## src/hw/virtualPhyPkg.sv

```systemverilog
// Virtual PHY definitions for MDIO frame fields, opcodes, register defaults and debug map
`default_nettype none

package virtualPhyPkg;

    // Clause 22 frame geometry
    localparam int FRAME_BITS = 32;             // ST, OP, PHYAD, REGAD, TA, DATA
    localparam int DATA_BITS  = 16;             // Register payload
    localparam int ADDR_BITS  = 5;              // PHYAD and REGAD width
    localparam int OP_BITS    = 2;              // Opcode width
    localparam int LOG_DEPTH  = 16;             // Debug frame log entries

    typedef logic [FRAME_BITS-1:0] mdioWord;    // Whole frame, bit 31 first on the wire
    typedef logic [DATA_BITS-1:0]  regData;     // One PHY register
    typedef logic [ADDR_BITS-1:0]  phyAddrT;    // PHY address field
    typedef logic [ADDR_BITS-1:0]  regAddrT;    // Register address field
    typedef logic [OP_BITS-1:0]    mdioOp;      // Opcode field

    // MDIO codes
    localparam mdioOp OP_READ    = 2'b10;
    localparam mdioOp OP_WRITE   = 2'b01;
    localparam logic [1:0] ST_PATTERN = 2'b01;  // Clause 22 start

    // Addresses the model answers
    localparam phyAddrT PHY_ADDR_MAIN = 5'd1;   // Ethernet PHY seen by the MAC
    localparam phyAddrT PHY_ADDR_CONV = 5'd8;   // GMII to RGMII converter

    localparam regData CONV_LINK_VALUE = 16'h0040;  // Converter reports 1G link

    // Standard registers of a linked 1G PHY with autoneg done
    localparam regData REG_DEFAULTS [16] = '{
        16'h1040,   // BMCR, 1G, autoneg enabled
        16'h79ad,   // BMSR, link up, autoneg complete
        16'h001c,   // PHY ID 1
        16'hc916,   // PHY ID 2
        16'h09e1,   // Autoneg advertisement
        16'hcde1,   // Link partner ability
        16'h006f,   // Autoneg expansion
        16'h2801,   // Next page transmit
        16'h6001,   // Link partner next page
        16'h0200,   // 1000BASE-T control, full duplex
        16'h7c00,   // 1000BASE-T status
        16'h0000,
        16'h0000,
        16'h0000,   // MMD access control
        16'h0000,   // MMD access data
        16'h2000    // Extended status, 1G full duplex capable
    };

    // Debug read window
    localparam logic [7:0] DBG_LOG_BASE    = 8'hb0;  // b0 to bf, frame log
    localparam logic [7:0] DBG_MASK_ADDR   = 8'hae;  // Write and read masks
    localparam logic [7:0] DBG_STATUS_ADDR = 8'haf;  // Status word

    // Serial engine states
    typedef enum logic [1:0] {
        stIdle,     // Hunting for preamble
        stRecv,     // Shifting frame bits
        stSave      // One cycle to hand off the frame
    } mdioState;

endpackage

`default_nettype wire

```

## src/hw/mdioCmdIf.sv

```systemverilog
// MDIO command interface linking the serial engine, register responder and debug monitor
`timescale 1ns/1ps
`default_nettype none

interface mdioCmdIf;

    // Decoded command, valid for one cycle
    logic                    cmdValid;
    virtualPhyPkg::mdioOp    cmdOp;
    virtualPhyPkg::phyAddrT  cmdPhyAddr;      // Also steady between strobes
    virtualPhyPkg::regAddrT  cmdRegAddr;

    // Reply, combinational from the addresses
    virtualPhyPkg::regData   rspData;
    logic                    rspUnsupported;  // PHY 1 register above 15

    // Frame hand-off
    logic                    frameDone;       // Strobe in save state
    virtualPhyPkg::mdioWord  frameWord;       // Live shift word, complete at frameDone
    logic                    preambleErr;     // Zero seen while hunting

    modport engine (
        output cmdValid, cmdOp, cmdPhyAddr, cmdRegAddr,
        output frameDone, frameWord, preambleErr,
        input  rspData
    );

    modport responder (
        input  cmdPhyAddr, cmdRegAddr,
        output rspData, rspUnsupported
    );

    modport monitor (
        input  cmdValid, cmdOp, cmdPhyAddr, cmdRegAddr,
        input  rspUnsupported,
        input  frameDone, frameWord, preambleErr
    );

endinterface

`default_nettype wire

```

## src/hw/mdioFrameSlave.sv

```systemverilog
// MDIO serial engine, finds the preamble, shifts a Clause 22 frame in and drives read data
`timescale 1ns/1ps
`default_nettype none

module mdioFrameSlave (
    input  logic      mdc,
    input  logic      reset,
    input  logic      mdioO,        // Line level from the MAC
    input  logic      mdioT,        // High when the MAC has released the line
    output logic      mdioI,        // Reply to the MAC
    mdioCmdIf.engine  cmd
);

    virtualPhyPkg::mdioState state;
    logic [4:0]              cnt;          // Preamble ones, then frame bit index
    virtualPhyPkg::mdioWord  frameData;    // Frame as seen on the line
    virtualPhyPkg::regData   replyData;    // MSB is on mdioI
    logic                    doRead;       // Data half comes from our own reply
    logic                    stOk;
    virtualPhyPkg::mdioOp    op;

    // Field decode, addresses settle once bit 18 is in
    assign stOk = (frameData[31:30] == virtualPhyPkg::ST_PATTERN);
    assign op   = frameData[29:28];

    assign mdioI = replyData[15];

    // Command goes out on the second turnaround bit
    assign cmd.cmdValid   = (state == virtualPhyPkg::stRecv) && (cnt == 5'd15);
    assign cmd.cmdOp      = op;
    assign cmd.cmdPhyAddr = frameData[27:23];
    assign cmd.cmdRegAddr = frameData[22:18];

    assign cmd.frameDone  = (state == virtualPhyPkg::stSave);
    assign cmd.frameWord  = frameData;

    // Driven zero while hunting breaks the preamble
    assign cmd.preambleErr = (state == virtualPhyPkg::stIdle) && !mdioT && !mdioO;

    // Control FSM and reply shifter
    always_ff @(posedge mdc) begin
        if (reset) begin
            state     <= virtualPhyPkg::stIdle;
            cnt       <= 5'd0;
            replyData <= '0;
            doRead    <= 1'b0;
        end else begin
            case (state)
                virtualPhyPkg::stIdle: begin
                    replyData <= '0;                // Keep mdioI quiet
                    doRead    <= 1'b0;
                    if (mdioT) begin
                        cnt <= 5'd0;                // Line released, start over
                    end else if (mdioO) begin
                        cnt <= cnt + 5'd1;          // Wraps to 0 for the frame
                        if (cnt == 5'd31) begin
                            state <= virtualPhyPkg::stRecv;
                        end
                    end else begin
                        cnt <= 5'd0;                // Error counted downstream
                    end
                end

                virtualPhyPkg::stRecv: begin
                    cnt <= cnt + 5'd1;
                    if (cmd.cmdValid) begin
                        replyData <= cmd.rspData;   // Loaded for writes too
                        doRead    <= stOk && (op == virtualPhyPkg::OP_READ);
                    end else begin
                        replyData <= {replyData[14:0], 1'b0};  // Next reply bit
                    end
                    if (cnt == 5'd31) begin
                        state <= virtualPhyPkg::stSave;
                    end
                end

                virtualPhyPkg::stSave: begin
                    state <= virtualPhyPkg::stIdle;  // cnt already back at 0
                end

                default: begin
                    state <= virtualPhyPkg::stIdle;
                end
            endcase
        end
    end

    // Frame shift word, bit 31 arrives first so ~cnt is the bit index
    always_ff @(posedge mdc) begin
        if (state == virtualPhyPkg::stRecv) begin
            frameData[~cnt] <= doRead ? mdioI : mdioO;  // Reads log our own reply
        end
    end

endmodule

`default_nettype wire

```

## src/hw/phyRegFile.sv

```systemverilog
// Read-only PHY register responder for the main PHY and the converter PHY
`timescale 1ns/1ps
`default_nettype none

module phyRegFile (
    mdioCmdIf.responder rsp
);

    logic mainHit;      // PHY address 1
    logic convHit;      // PHY address 8
    logic stdReg;       // Register 0 to 15

    assign mainHit = (rsp.cmdPhyAddr == virtualPhyPkg::PHY_ADDR_MAIN);
    assign convHit = (rsp.cmdPhyAddr == virtualPhyPkg::PHY_ADDR_CONV);
    assign stdReg  = !rsp.cmdRegAddr[4];

    // Same answer for reads and writes, engine ignores it on writes
    always_comb begin
        rsp.rspData        = '0;            // Unknown PHYs read as zero
        rsp.rspUnsupported = 1'b0;
        if (mainHit) begin
            if (stdReg) begin
                rsp.rspData = virtualPhyPkg::REG_DEFAULTS[rsp.cmdRegAddr[3:0]];
            end else begin
                rsp.rspUnsupported = 1'b1;  // Vendor page, not modelled
            end
        end else if (convHit) begin
            rsp.rspData = virtualPhyPkg::CONV_LINK_VALUE;  // Any register
        end
    end

endmodule

`default_nettype wire

```

## src/hw/debugCapture.sv

```systemverilog
// Debug capture of MDIO traffic with frame log, access masks, status word and read port
`timescale 1ns/1ps
`default_nettype none

module debugCapture (
    input  logic         mdc,
    input  logic         reset,
    mdioCmdIf.monitor    mon,
    input  logic [15:0]  regRaddr,     // Debug read address
    output logic [31:0]  regRdata      // Debug read data
);

    virtualPhyPkg::mdioWord logBuf [virtualPhyPkg::LOG_DEPTH];  // Circular frame log
    logic [$clog2(virtualPhyPkg::LOG_DEPTH)-1:0] logPtr;         // Next slot

    logic [15:0]            writeMask;    // Standard registers written
    logic [15:0]            readMask;     // Standard registers read
    virtualPhyPkg::regAddrT regNew;       // Last unsupported register
    virtualPhyPkg::phyAddrT lastPhy;
    virtualPhyPkg::regAddrT lastReg;
    virtualPhyPkg::mdioOp   lastOp;
    logic                   lastStOk;
    logic [3:0]             errCnt;       // Preamble errors, wraps
    logic                   logSkip;      // Frame stays out of the log
    logic [31:0]            statusWord;

    // Link polling would flood the log
    assign logSkip = (mon.frameWord[27:23] == virtualPhyPkg::PHY_ADDR_CONV) ||
                     (mon.frameWord[22:18] == 5'd0) ||
                     (mon.frameWord[22:18] == 5'd1);

    always_ff @(posedge mdc) begin
        if (reset) begin
            writeMask <= '0;
            readMask  <= '0;
            regNew    <= '0;
            lastPhy   <= '0;
            lastReg   <= '0;
            lastOp    <= '0;
            lastStOk  <= 1'b0;
            errCnt    <= '0;
            logPtr    <= '0;
            for (int i = 0; i < virtualPhyPkg::LOG_DEPTH; i++) begin
                logBuf[i] <= '0;
            end
        end else begin
            if (mon.cmdValid) begin
                lastPhy  <= mon.cmdPhyAddr;
                lastReg  <= mon.cmdRegAddr;
                lastOp   <= mon.cmdOp;
                lastStOk <= (mon.frameWord[31:30] == virtualPhyPkg::ST_PATTERN);  // ST is in
                if ((mon.cmdPhyAddr == virtualPhyPkg::PHY_ADDR_MAIN) && !mon.cmdRegAddr[4]) begin
                    if (mon.cmdOp == virtualPhyPkg::OP_READ) begin
                        readMask[mon.cmdRegAddr[3:0]] <= 1'b1;
                    end else if (mon.cmdOp == virtualPhyPkg::OP_WRITE) begin
                        writeMask[mon.cmdRegAddr[3:0]] <= 1'b1;
                    end
                end
                if (mon.rspUnsupported) begin
                    regNew <= mon.cmdRegAddr;   // Register the MAC wants but we lack
                end
            end
            if (mon.frameDone && !logSkip) begin
                logBuf[logPtr] <= mon.frameWord;
                logPtr         <= logPtr + 1'b1;  // Overwrites oldest
            end
            if (mon.preambleErr) begin
                errCnt <= errCnt + 4'd1;
            end
        end
    end

    assign statusWord = {3'd0, regNew, 3'd0, lastPhy, 3'd0, lastReg,
                         errCnt, 1'b0, lastStOk, lastOp};

    // Side-effect free read mux, upper address byte must be clear
    always_comb begin
        if (regRaddr[15:4] == {8'd0, virtualPhyPkg::DBG_LOG_BASE[7:4]}) begin
            regRdata = logBuf[regRaddr[3:0]];
        end else if (regRaddr == {8'd0, virtualPhyPkg::DBG_MASK_ADDR}) begin
            regRdata = {writeMask, readMask};
        end else if (regRaddr == {8'd0, virtualPhyPkg::DBG_STATUS_ADDR}) begin
            regRdata = statusWord;
        end else begin
            regRdata = '0;
        end
    end

endmodule

`default_nettype wire

```

## src/hw/virtualPhy.sv

```systemverilog
// Virtual Ethernet PHY top level answering Clause 22 MDIO with fixed register values
`timescale 1ns/1ps
`default_nettype none

module virtualPhy (
    input  logic         mdc,          // Management clock from the MAC
    input  logic         reset,
    input  logic         mdioO,        // MAC output level
    input  logic         mdioT,        // MAC tristate, high when released
    output logic         mdioI,        // Level returned to the MAC
    input  logic [15:0]  regRaddr,     // Debug read address
    output logic [31:0]  regRdata      // Debug read data
);

    mdioCmdIf cmdBus ();                // Engine to responder and monitor

    // Serial protocol engine
    mdioFrameSlave uFrameSlave (
        .mdc   (mdc),
        .reset (reset),
        .mdioO (mdioO),
        .mdioT (mdioT),
        .mdioI (mdioI),
        .cmd   (cmdBus.engine)
    );

    // Fixed register contents
    phyRegFile uRegFile (
        .rsp (cmdBus.responder)
    );

    // Traffic log and debug port
    debugCapture uDebug (
        .mdc      (mdc),
        .reset    (reset),
        .mon      (cmdBus.monitor),
        .regRaddr (regRaddr),
        .regRdata (regRdata)
    );

endmodule

`default_nettype wire

```

## config.mk

```make
export PLATFORM = sky130hd
export DESIGN_NAME = virtualPhy
export DESIGN_NICKNAME = d
export VERILOG_FILES = /design/src/hw/virtualPhyPkg.sv /design/src/hw/mdioCmdIf.sv /design/src/hw/mdioFrameSlave.sv /design/src/hw/phyRegFile.sv /design/src/hw/debugCapture.sv /design/src/hw/virtualPhy.sv
export SDC_FILE = /design/constraint.sdc
export NUM_CORES = 1
export LEC_CHECK = 0
export BUFFER_PORTS_ARGS = -buffer_cell sky130_fd_sc_hd__clkbuf_2
export CORE_MARGIN = 1.5
export CORE_UTILIZATION = 55
export CTS_BUF_LIST = sky130_fd_sc_hd__clkbuf_8
export DETAILED_ROUTE_END_ITERATION = 10
export HOLD_SLACK_MARGIN = 0.06
export PLACE_DENSITY_LB_ADDON = 0.2
export SLEW_MARGIN = 5
export SYNTH_ARGS = -nofsm -noshare
export SYNTH_HDL_FRONTEND = slang
export SYNTH_SLANG_ARGS = --single-unit
```

## constraint.sdc

```tcl
create_clock -name mdc -period 3.37 [get_ports mdc]
set_input_delay 0.674 -clock mdc [delete_from_list [all_inputs] [get_ports mdc]]
set_output_delay 0.674 -clock mdc [all_outputs]
set_load 0.03 [all_outputs]
```

==> impl_metrics.csv, run 1 <==
group,metric,value,unit
yosys,synth_top_area_cell,"edfxtp_1",
sta,grt_setup_unrepaired,"no",
yosys,syn_inst,1990,
sta,hold_violations,0,
cells_and_area,drive_gt1_share,21.56,%
sta,finalClockSkew,0.02645,ns
grt,grt_max_degree,48,
floorplan,dieArea,52590,um2
routing,detail_route.first_pass.iterations,5,
setup_path,cp-start-kind,"input pin",
floorplan,initial_core_util,55.93,%
floorplan,core_area,50380,um2
cts,clk_path_buf_depth,3,
grt,grt_pass1_wl,117.3,mm
cts,clk_pin_slew_worst_paths,0.06,ns
grt,grt_usage,31.14,%
cts,cts_buffers,100,
yosys,synth_common_cells,"edfxtp_1 (544), and2_1 (486), clkbuf_1 (137)",
setup_path,worstSetupEndpointType,"output pin",
yosys,synth_top_area_share,57.98,%
yosys,yosysWarnings,0,
power_and_ir_drop,vdd_drop_max,0.3718,mV
yosys,synth.most_common_cell,"edfxtp_1",
setup_path,critPathMaxFanout,32,
floorplan,pin_count,53,
yosys,yosysUniqueCellTypes,57,
sta,final-setup-viol-count,0,
floorplan,die_w,229.3,um
sta,min_period_over_period,99.31,%
setup_path,cp.required,2.70,ns
sta,max_freq,298.8,MHz
grt,grt.overflow.total,0,
setup_path,cpPeakStageDelay,0.59,ns
placement,gp_congestion,0.8448,
setup_path,worstSetupPathType,"input pin to output pin",
placement,io_buffer_count,52,
cells_and_area,area_delta_synth_final,12.67,%
power_and_ir_drop,power.total,15.51,mW
cts,cts_hold_buf,0,
hold_path,hp-class,"input pin to flop",
cts,cts.sinks,626,
yosys,ys_seq_elements,626,
floorplan,rows,82,
sta,drv_slew,0,
routing,vias,17850,
grt,antenna_found_initial,4,
yosys,synth_area_per_cell,14.16,um2
setup_path,arrival,2.67,ns
yosys,ys.flop_type,"edfxtp_1",
cts,h-tree-depth,3,
setup_path,path_cells,"buf_12 > buf_16 > mux4_2 > a211oi_1 > o2bb2ai_1 > buf_4 > clkbuf_2",
routing,drc,0,
placement,dp_cells,2664,
yosys,async_flop_share,0,%
cells_and_area,final_area,31750,um2
cts,root_buffer,"clkbuf_8",
power_and_ir_drop,leakagePower,11.80,nW
grt,grt_pass1_vias,17820,
cts,clk_latency,0.70,ns
sta,fin_crit,3.347,ns
routing,ant_nets,0,
cells_and_area,final_util,63.02,%
yosys,ys_seq_area_share,63.80,%
sta,worst_slew_pin_slew,1.204,ns
routing,wl_per_cell,28.36,um
setup_path,slowest_stage,"mux4_2",
cts,cts_setup_buffers,0,
floorplan,die_y,229.3,um
yosys,synthesis.area,28180,um2
yosys,synth_fp_nets,2028,
yosys,synth-edff-count,544,
yosys,synthTopCellsByArea,"edfxtp_1 (58%), and2_1 (11%), mux4_2 (9.9%)",
cells_and_area,fin_nets,2133,
sta,max_slew_margin,19.02,%
cells_and_area,fin_cells,2845,
placement,dpl-instance-area,29860,um2
routing,drt_iter0_markers,2135,
job,max-cap-violations,0,
routing,vias_per_cell,6.274,
placement,hpwl,48.34,mm
power_and_ir_drop,power-per-cell-area,488.6,nW/um2
cts,cts_tree,"done",
outcome,status,"completed",
routing,drt-total-wl,80.69,mm
[path summary, 6_finish.rpt]
kind / startpoint / to / slack (ns) / cells after the start
setup / recovery: regRaddr[0] / regRdata[30] / 0.02 / 7
setup reg to reg: uFrameSlave.cmd.frameWord[19] / uDebug.logBuf[0][30] / 0.57 / 7
hold / removal: mdioO / uFrameSlave.state[0] / 0.44 / 5
hold reg to reg: uFrameSlave.replyData[6] / uFrameSlave.replyData[6] / 0.46 / 2
[cells by family after synthesis]
| group | count (synthesis) | synth area share, % |
|---|---|---|
| AND/OR/NAND/NOR | 756 | 15.59 |
| flip-flops | 626 | 63.80 |
| AO/OA/AOI/OAI | 230 | 5.431 |
| buffers and inverters | 185 | 2.678 |
| multiplexers | 167 | 11.45 |
| adder cells (fa/ha/maj) | 18 | 0.7993 |
| XOR/XNOR | 8 | 0.2487 |
[layout by cell type, fill, tap and decap left out, types with 7 or more instances in the layout]
master	synthesis	final
nor2_2	0	9
mux2i_1	41	41
a22o_1	42	42
a22oi_1	33	33
inv_1	13	54
ha_1	18	18
o21ai_0	63	58
clkinv_1	0	17
mux4_2	124	124
clkbuf_2	0	49
a31oi_1	32	32
nor2b_1	12	10
buf_12	0	19
a21o_1	10	10
or2_2	16	16
clkbuf_8	0	109
buf_4	0	98
edfxtp_1	544	544
and2_1	486	486
nor4_1	10	10
nand2_1	46	46
nor3_1	24	20
a21oi_1	29	29
nand2b_1	7	7
dfxtp_1	82	82
nor2_1	110	100
[stage by stage]
stage / setup TNS, ns / hold slack (ns) / worst slack [ns]
floorplan: 0 / 0.4259 / 0.1736
global placement: -0.1711 / 0.4404 / -0.08144
detailed placement: -0.07882 / 0.4508 / -0.04875
CTS: 0 / 0.4082 / 0.005007
global route: 0 / 0.4505 / 0.004156
finish: 0 / 0.4402 / 0.02341
[flip-flops by register name, indices dropped and copies added (netlist names)]
register,cells
uDebug.errCnt,4
uFrameSlave.doRead,1
uFrameSlave.replyData,16
uDebug.lastOp,2
uFrameSlave.state,2
uFrameSlave.cmd.frameWord,32
uDebug.lastStOk,1
uDebug.regNew,5
uDebug.logBuf,512
uDebug.lastReg,5
uDebug.logPtr,4
uDebug.readMask,16
uFrameSlave.cnt,5
uDebug.writeMask,16
uDebug.lastPhy,5
[where the power goes]
group	switching [mW]	total (mW)	leakage, nW	internal (mW)
combinational	0.477	0.826	4.49	0.349
sequential	0.0620	8.67	6.23	8.61
clock	2.99	6.02	1.08	3.03
total	3.53	15.5	11.8	12.0
[repair_timing]
item,CTS,global route
gates cloned,0,1
setup endpoints to repair,3,17
gates resized for setup,4,10
[worst max-delay path, delay by kind of cell]
family / cells / cell delay (ns)
buffers and inverters: 4 / 0.80
AOI/OAI and AO/OA: 2 / 0.60
muxes: 1 / 0.59
[final cells by class]
type                            count  area, um2
Fill cell                        3689      18630
Antenna cell                        2      5.005
Inverter                           14      52.55
Clock inverter                     69      310.3
Clock buffer                      109       1500
Tap cell                          672      840.8
Timing Repair Buffer              174       1508
Multi-Input combinational cell   1179       9552
Sequential cell                   626      17980
[per-layer routing]
metal  routed length (um)  up-vias  share of wire (%)  GRT usage [%]
met3                 8811      184                 11          7.333
met4                 2888        0                3.6          11.99
li1                     -     7543                  -              -
met2                37520     1125                 46          48.12
met1                31480     8997                 39          43.18
met5                    0        -                  0              0
Note: power is estimated with default switching activity, not from simulation.
==> inputs of run 2 (changes only) <==
==> constraint.sdc (replaced) <==
create_clock -name mdc -period 2.7 [get_ports mdc]
set_input_delay 0.54 -clock mdc [delete_from_list [all_inputs] [get_ports mdc]]
set_output_delay 0.54 -clock mdc [all_outputs]
set_load 0.03 [all_outputs]
==> run 2 against run 1 <==
Against the previous run:
- the run now ends with negative setup slack left
- critical endpoint is now regRdata[25]
- sequential power rose by 25%
- combinational power rose by 45%
- clock power rose by 24%
- highest routed layer unchanged
- largest power group unchanged
- sequential share of layout area fell by 2.9 points
==> impl_metrics.csv, run 2 (synthesized netlist as in run 1, its figures left out) <==
group,metric,value,unit
sta,max_slew_margin,48.75,%
cts,cts_tree,"done",
setup_path,cp-start-kind,"input pin",
outcome,violations,"negative setup slack",
cts,clk_path_buf_depth,3,
outcome,status,"finished, violations left",
cells_and_area,final_area,33430,um2
power_and_ir_drop,power-per-cell-area,582.3,nW/um2
sta,max_freq,342.8,MHz
hold_path,hp-class,"input pin to flop",
setup_path,cp.required,2.16,ns
routing,detail_route.first_pass.iterations,5,
cells_and_area,final_cell_mix,"edfxtp_1 (544), and2_1 (486), clkbuf_8 (133)",
power_and_ir_drop,vdd_drop_max,0.3403,mV
routing,drc,0,
power_and_ir_drop,pwr-share-clk,38.3,%
sta,hold_violations,0,
cts,root_buffer,"clkbuf_8",
setup_path,cp_common_cell,"buf_12",
placement,io_buffer_count,52,
setup_path,worstSetupEndpointType,"output pin",
setup_path,path_cells,"buf_16 > buf_12 > buf_12 > mux4_2 > a22o_1 > o21ai_4 > buf_4 > o21ai_2 > clkbuf_8",
setup_path,cp_num_buf_inv,5,
floorplan,rows,82,
grt,grt.overflow.total,0,
sta,worst_slack,-0.2169,ns
routing,drt-total-wl,81.76,mm
cells_and_area,final_common_cell,"edfxtp_1",
routing,drt_iter0_markers,2089,
setup_path,slowest_stage,"mux4_2",
sta,worst_slew_pin_slew,0.7688,ns
cells_and_area,fin_nets,2196,
grt,grt_pass1_wl,119.6,mm
cells_and_area,fin_cells,2911,
floorplan,core_area,50380,um2
placement,dpl-instance-area,30680,um2
floorplan,initial_core_util,55.93,%
floorplan,pin_count,53,
power_and_ir_drop,intPower,15.00,mW
setup_path,worstSetupPathType,"input pin to output pin",
grt,grt_max_degree,53,
cells_and_area,drive_gt1_share,27.07,%
sta,final-setup-viol-count,29,
routing,vias,18060,
cells_and_area,n_antenna_cell,0,
sta,drv_slew,0,
cells_and_area,area_delta_synth_final,18.66,%
routing,ant_nets,0,
routing,wl_per_cell,28.09,um
floorplan,dieArea,52590,um2
cts,cts.sinks,626,
job,max-cap-violations,0,
grt,grt_pass1_vias,18140,
power_and_ir_drop,leakagePower,12.44,nW
cts,cts_hold_buf,0,
sta,fin_crit,2.917,ns
sta,grt_setup_unrepaired,"yes",
placement,gp_congestion,0.8458,
placement,hpwl,49.08,mm
routing,vias_per_cell,6.203,
setup_path,cpPeakStageDelay,0.49,ns
power_and_ir_drop,sequentialPowerShare,55.6,%
cts,h-tree-depth,3,
floorplan,die_y,229.3,um
sta,min_period_over_period,108.0,%
setup_path,arrival,2.38,ns
grt,antenna_found_initial,0,
grt,grt_usage,31.48,%
floorplan,die_w,229.3,um
power_and_ir_drop,p_sw_share,22.93,%
cells_and_area,regMostFlops,"uDebug.logBuf",
cells_and_area,final_util,66.37,%
cells_and_area,largest_reg_flops,512,
cts,clk_latency,0.70,ns
setup_path,critPathMaxFanout,9,
power_and_ir_drop,p_sw,4.465,mW
cts,cts_buffers,101,
cells_and_area,fillers,3533,
power_and_ir_drop,combPwrFrac,6.1,%
placement,dp_cells,2711,
sta,finalClockSkew,0.03775,ns
setup_path,cp_top_family,"buffers and inverters",
cts,clk_pin_slew_worst_paths,0.06,ns
## run 2: cell count changes in the layout (fill, tap and decap cells not counted), sizes merged
cell | before | now
buf | 124 | 190
clkinv | 23 | 32
clkbuf | 159 | 152
bufbuf | 0 | 3
diode | 2 | 0
inv | 57 | 55
bufinv | 1 | 0
## run 2: worst register-to-register path, delay by kind of cell (launching register included)
family                   cells  cell delay (ns)
AO/OA/AOI/OAI                1             0.13
adder cells (fa/ha/maj)      1             0.23
flip-flops                   1             0.50
AND/OR/NAND/NOR              3             0.84
buffers and inverters        3             0.78
## run 2: layout make-up
class	instances	area, um2	share of cell area [%]
sequential	626	17980	53.77
multi-input combinational	1179	9985	29.86
timing repair buffer	236	2763	8.263
clock buffer	109	1500	4.487
tap	672	840.8	2.515
clock inverter	75	315.3	0.9431
inverter	14	52.55	0.1572
## run 2: metal layers
layer	vias to the layer above	track usage [%]	part of all wire, %
met4	0	11.41	3.1
met5	-	0	0
li1	7696	-	-
met1	9118	42.29	38
met2	1074	51.85	49
met3	168	5.590	9.8
## run 2: path summary, 6_finish.rpt
path / slack, ns / to / from / depth (start not counted)
setup / recovery: -0.22 / regRdata[25] / regRaddr[0] / 9
setup reg to reg: 0.10 / uDebug.logBuf[0][27] / uFrameSlave.cmd.frameWord[18] / 8
hold reg to reg: 0.46 / uDebug.lastReg[0] / uDebug.lastReg[0] / 2
hold / removal: 0.34 / uFrameSlave.state[0] / mdioO / 5
## run 2: repair_timing
item | CTS | global route
pin swaps | 69 | 18
cloned | 4 | 1
gates resized for setup | 138 | 35
setup endpoints to repair | 32 | 32
setup buffers | 13 | 2
## run 2: per-stage QoR
| stage | hold slack (ns) | TNS (ns) | power [mW] | worst slack (ns) |
|---|---|---|---|---|
| 2_1_floorplan | 0.4259 | -0.01939 | 11.59 | -0.009693 |
| 3_3_place_gp | 0.4436 | -5.343 | 12.07 | -0.5443 |
| 3_5_place_dp | 0.4502 | -5.510 | 12.10 | -0.5068 |
| 4_1_cts | 0.2964 | -3.785 | 19.50 | -0.2508 |
| 5_1_grt | 0.3603 | -4.311 | 20.03 | -0.2622 |
| 6_report | 0.3430 | -2.567 | 19.47 | -0.2169 |
## run 2: power by group through the flow
stage                     Sequential (mW)  Clock, mW  Combinational (mW)
after floorplan                      11.0          0               0.608
after global placement               11.0          0                1.07
after detailed placement             11.0          0                1.08
after CTS                            10.8       7.52                1.17
after global routing                 10.8       7.96                1.24
final                                10.8       7.45                1.20
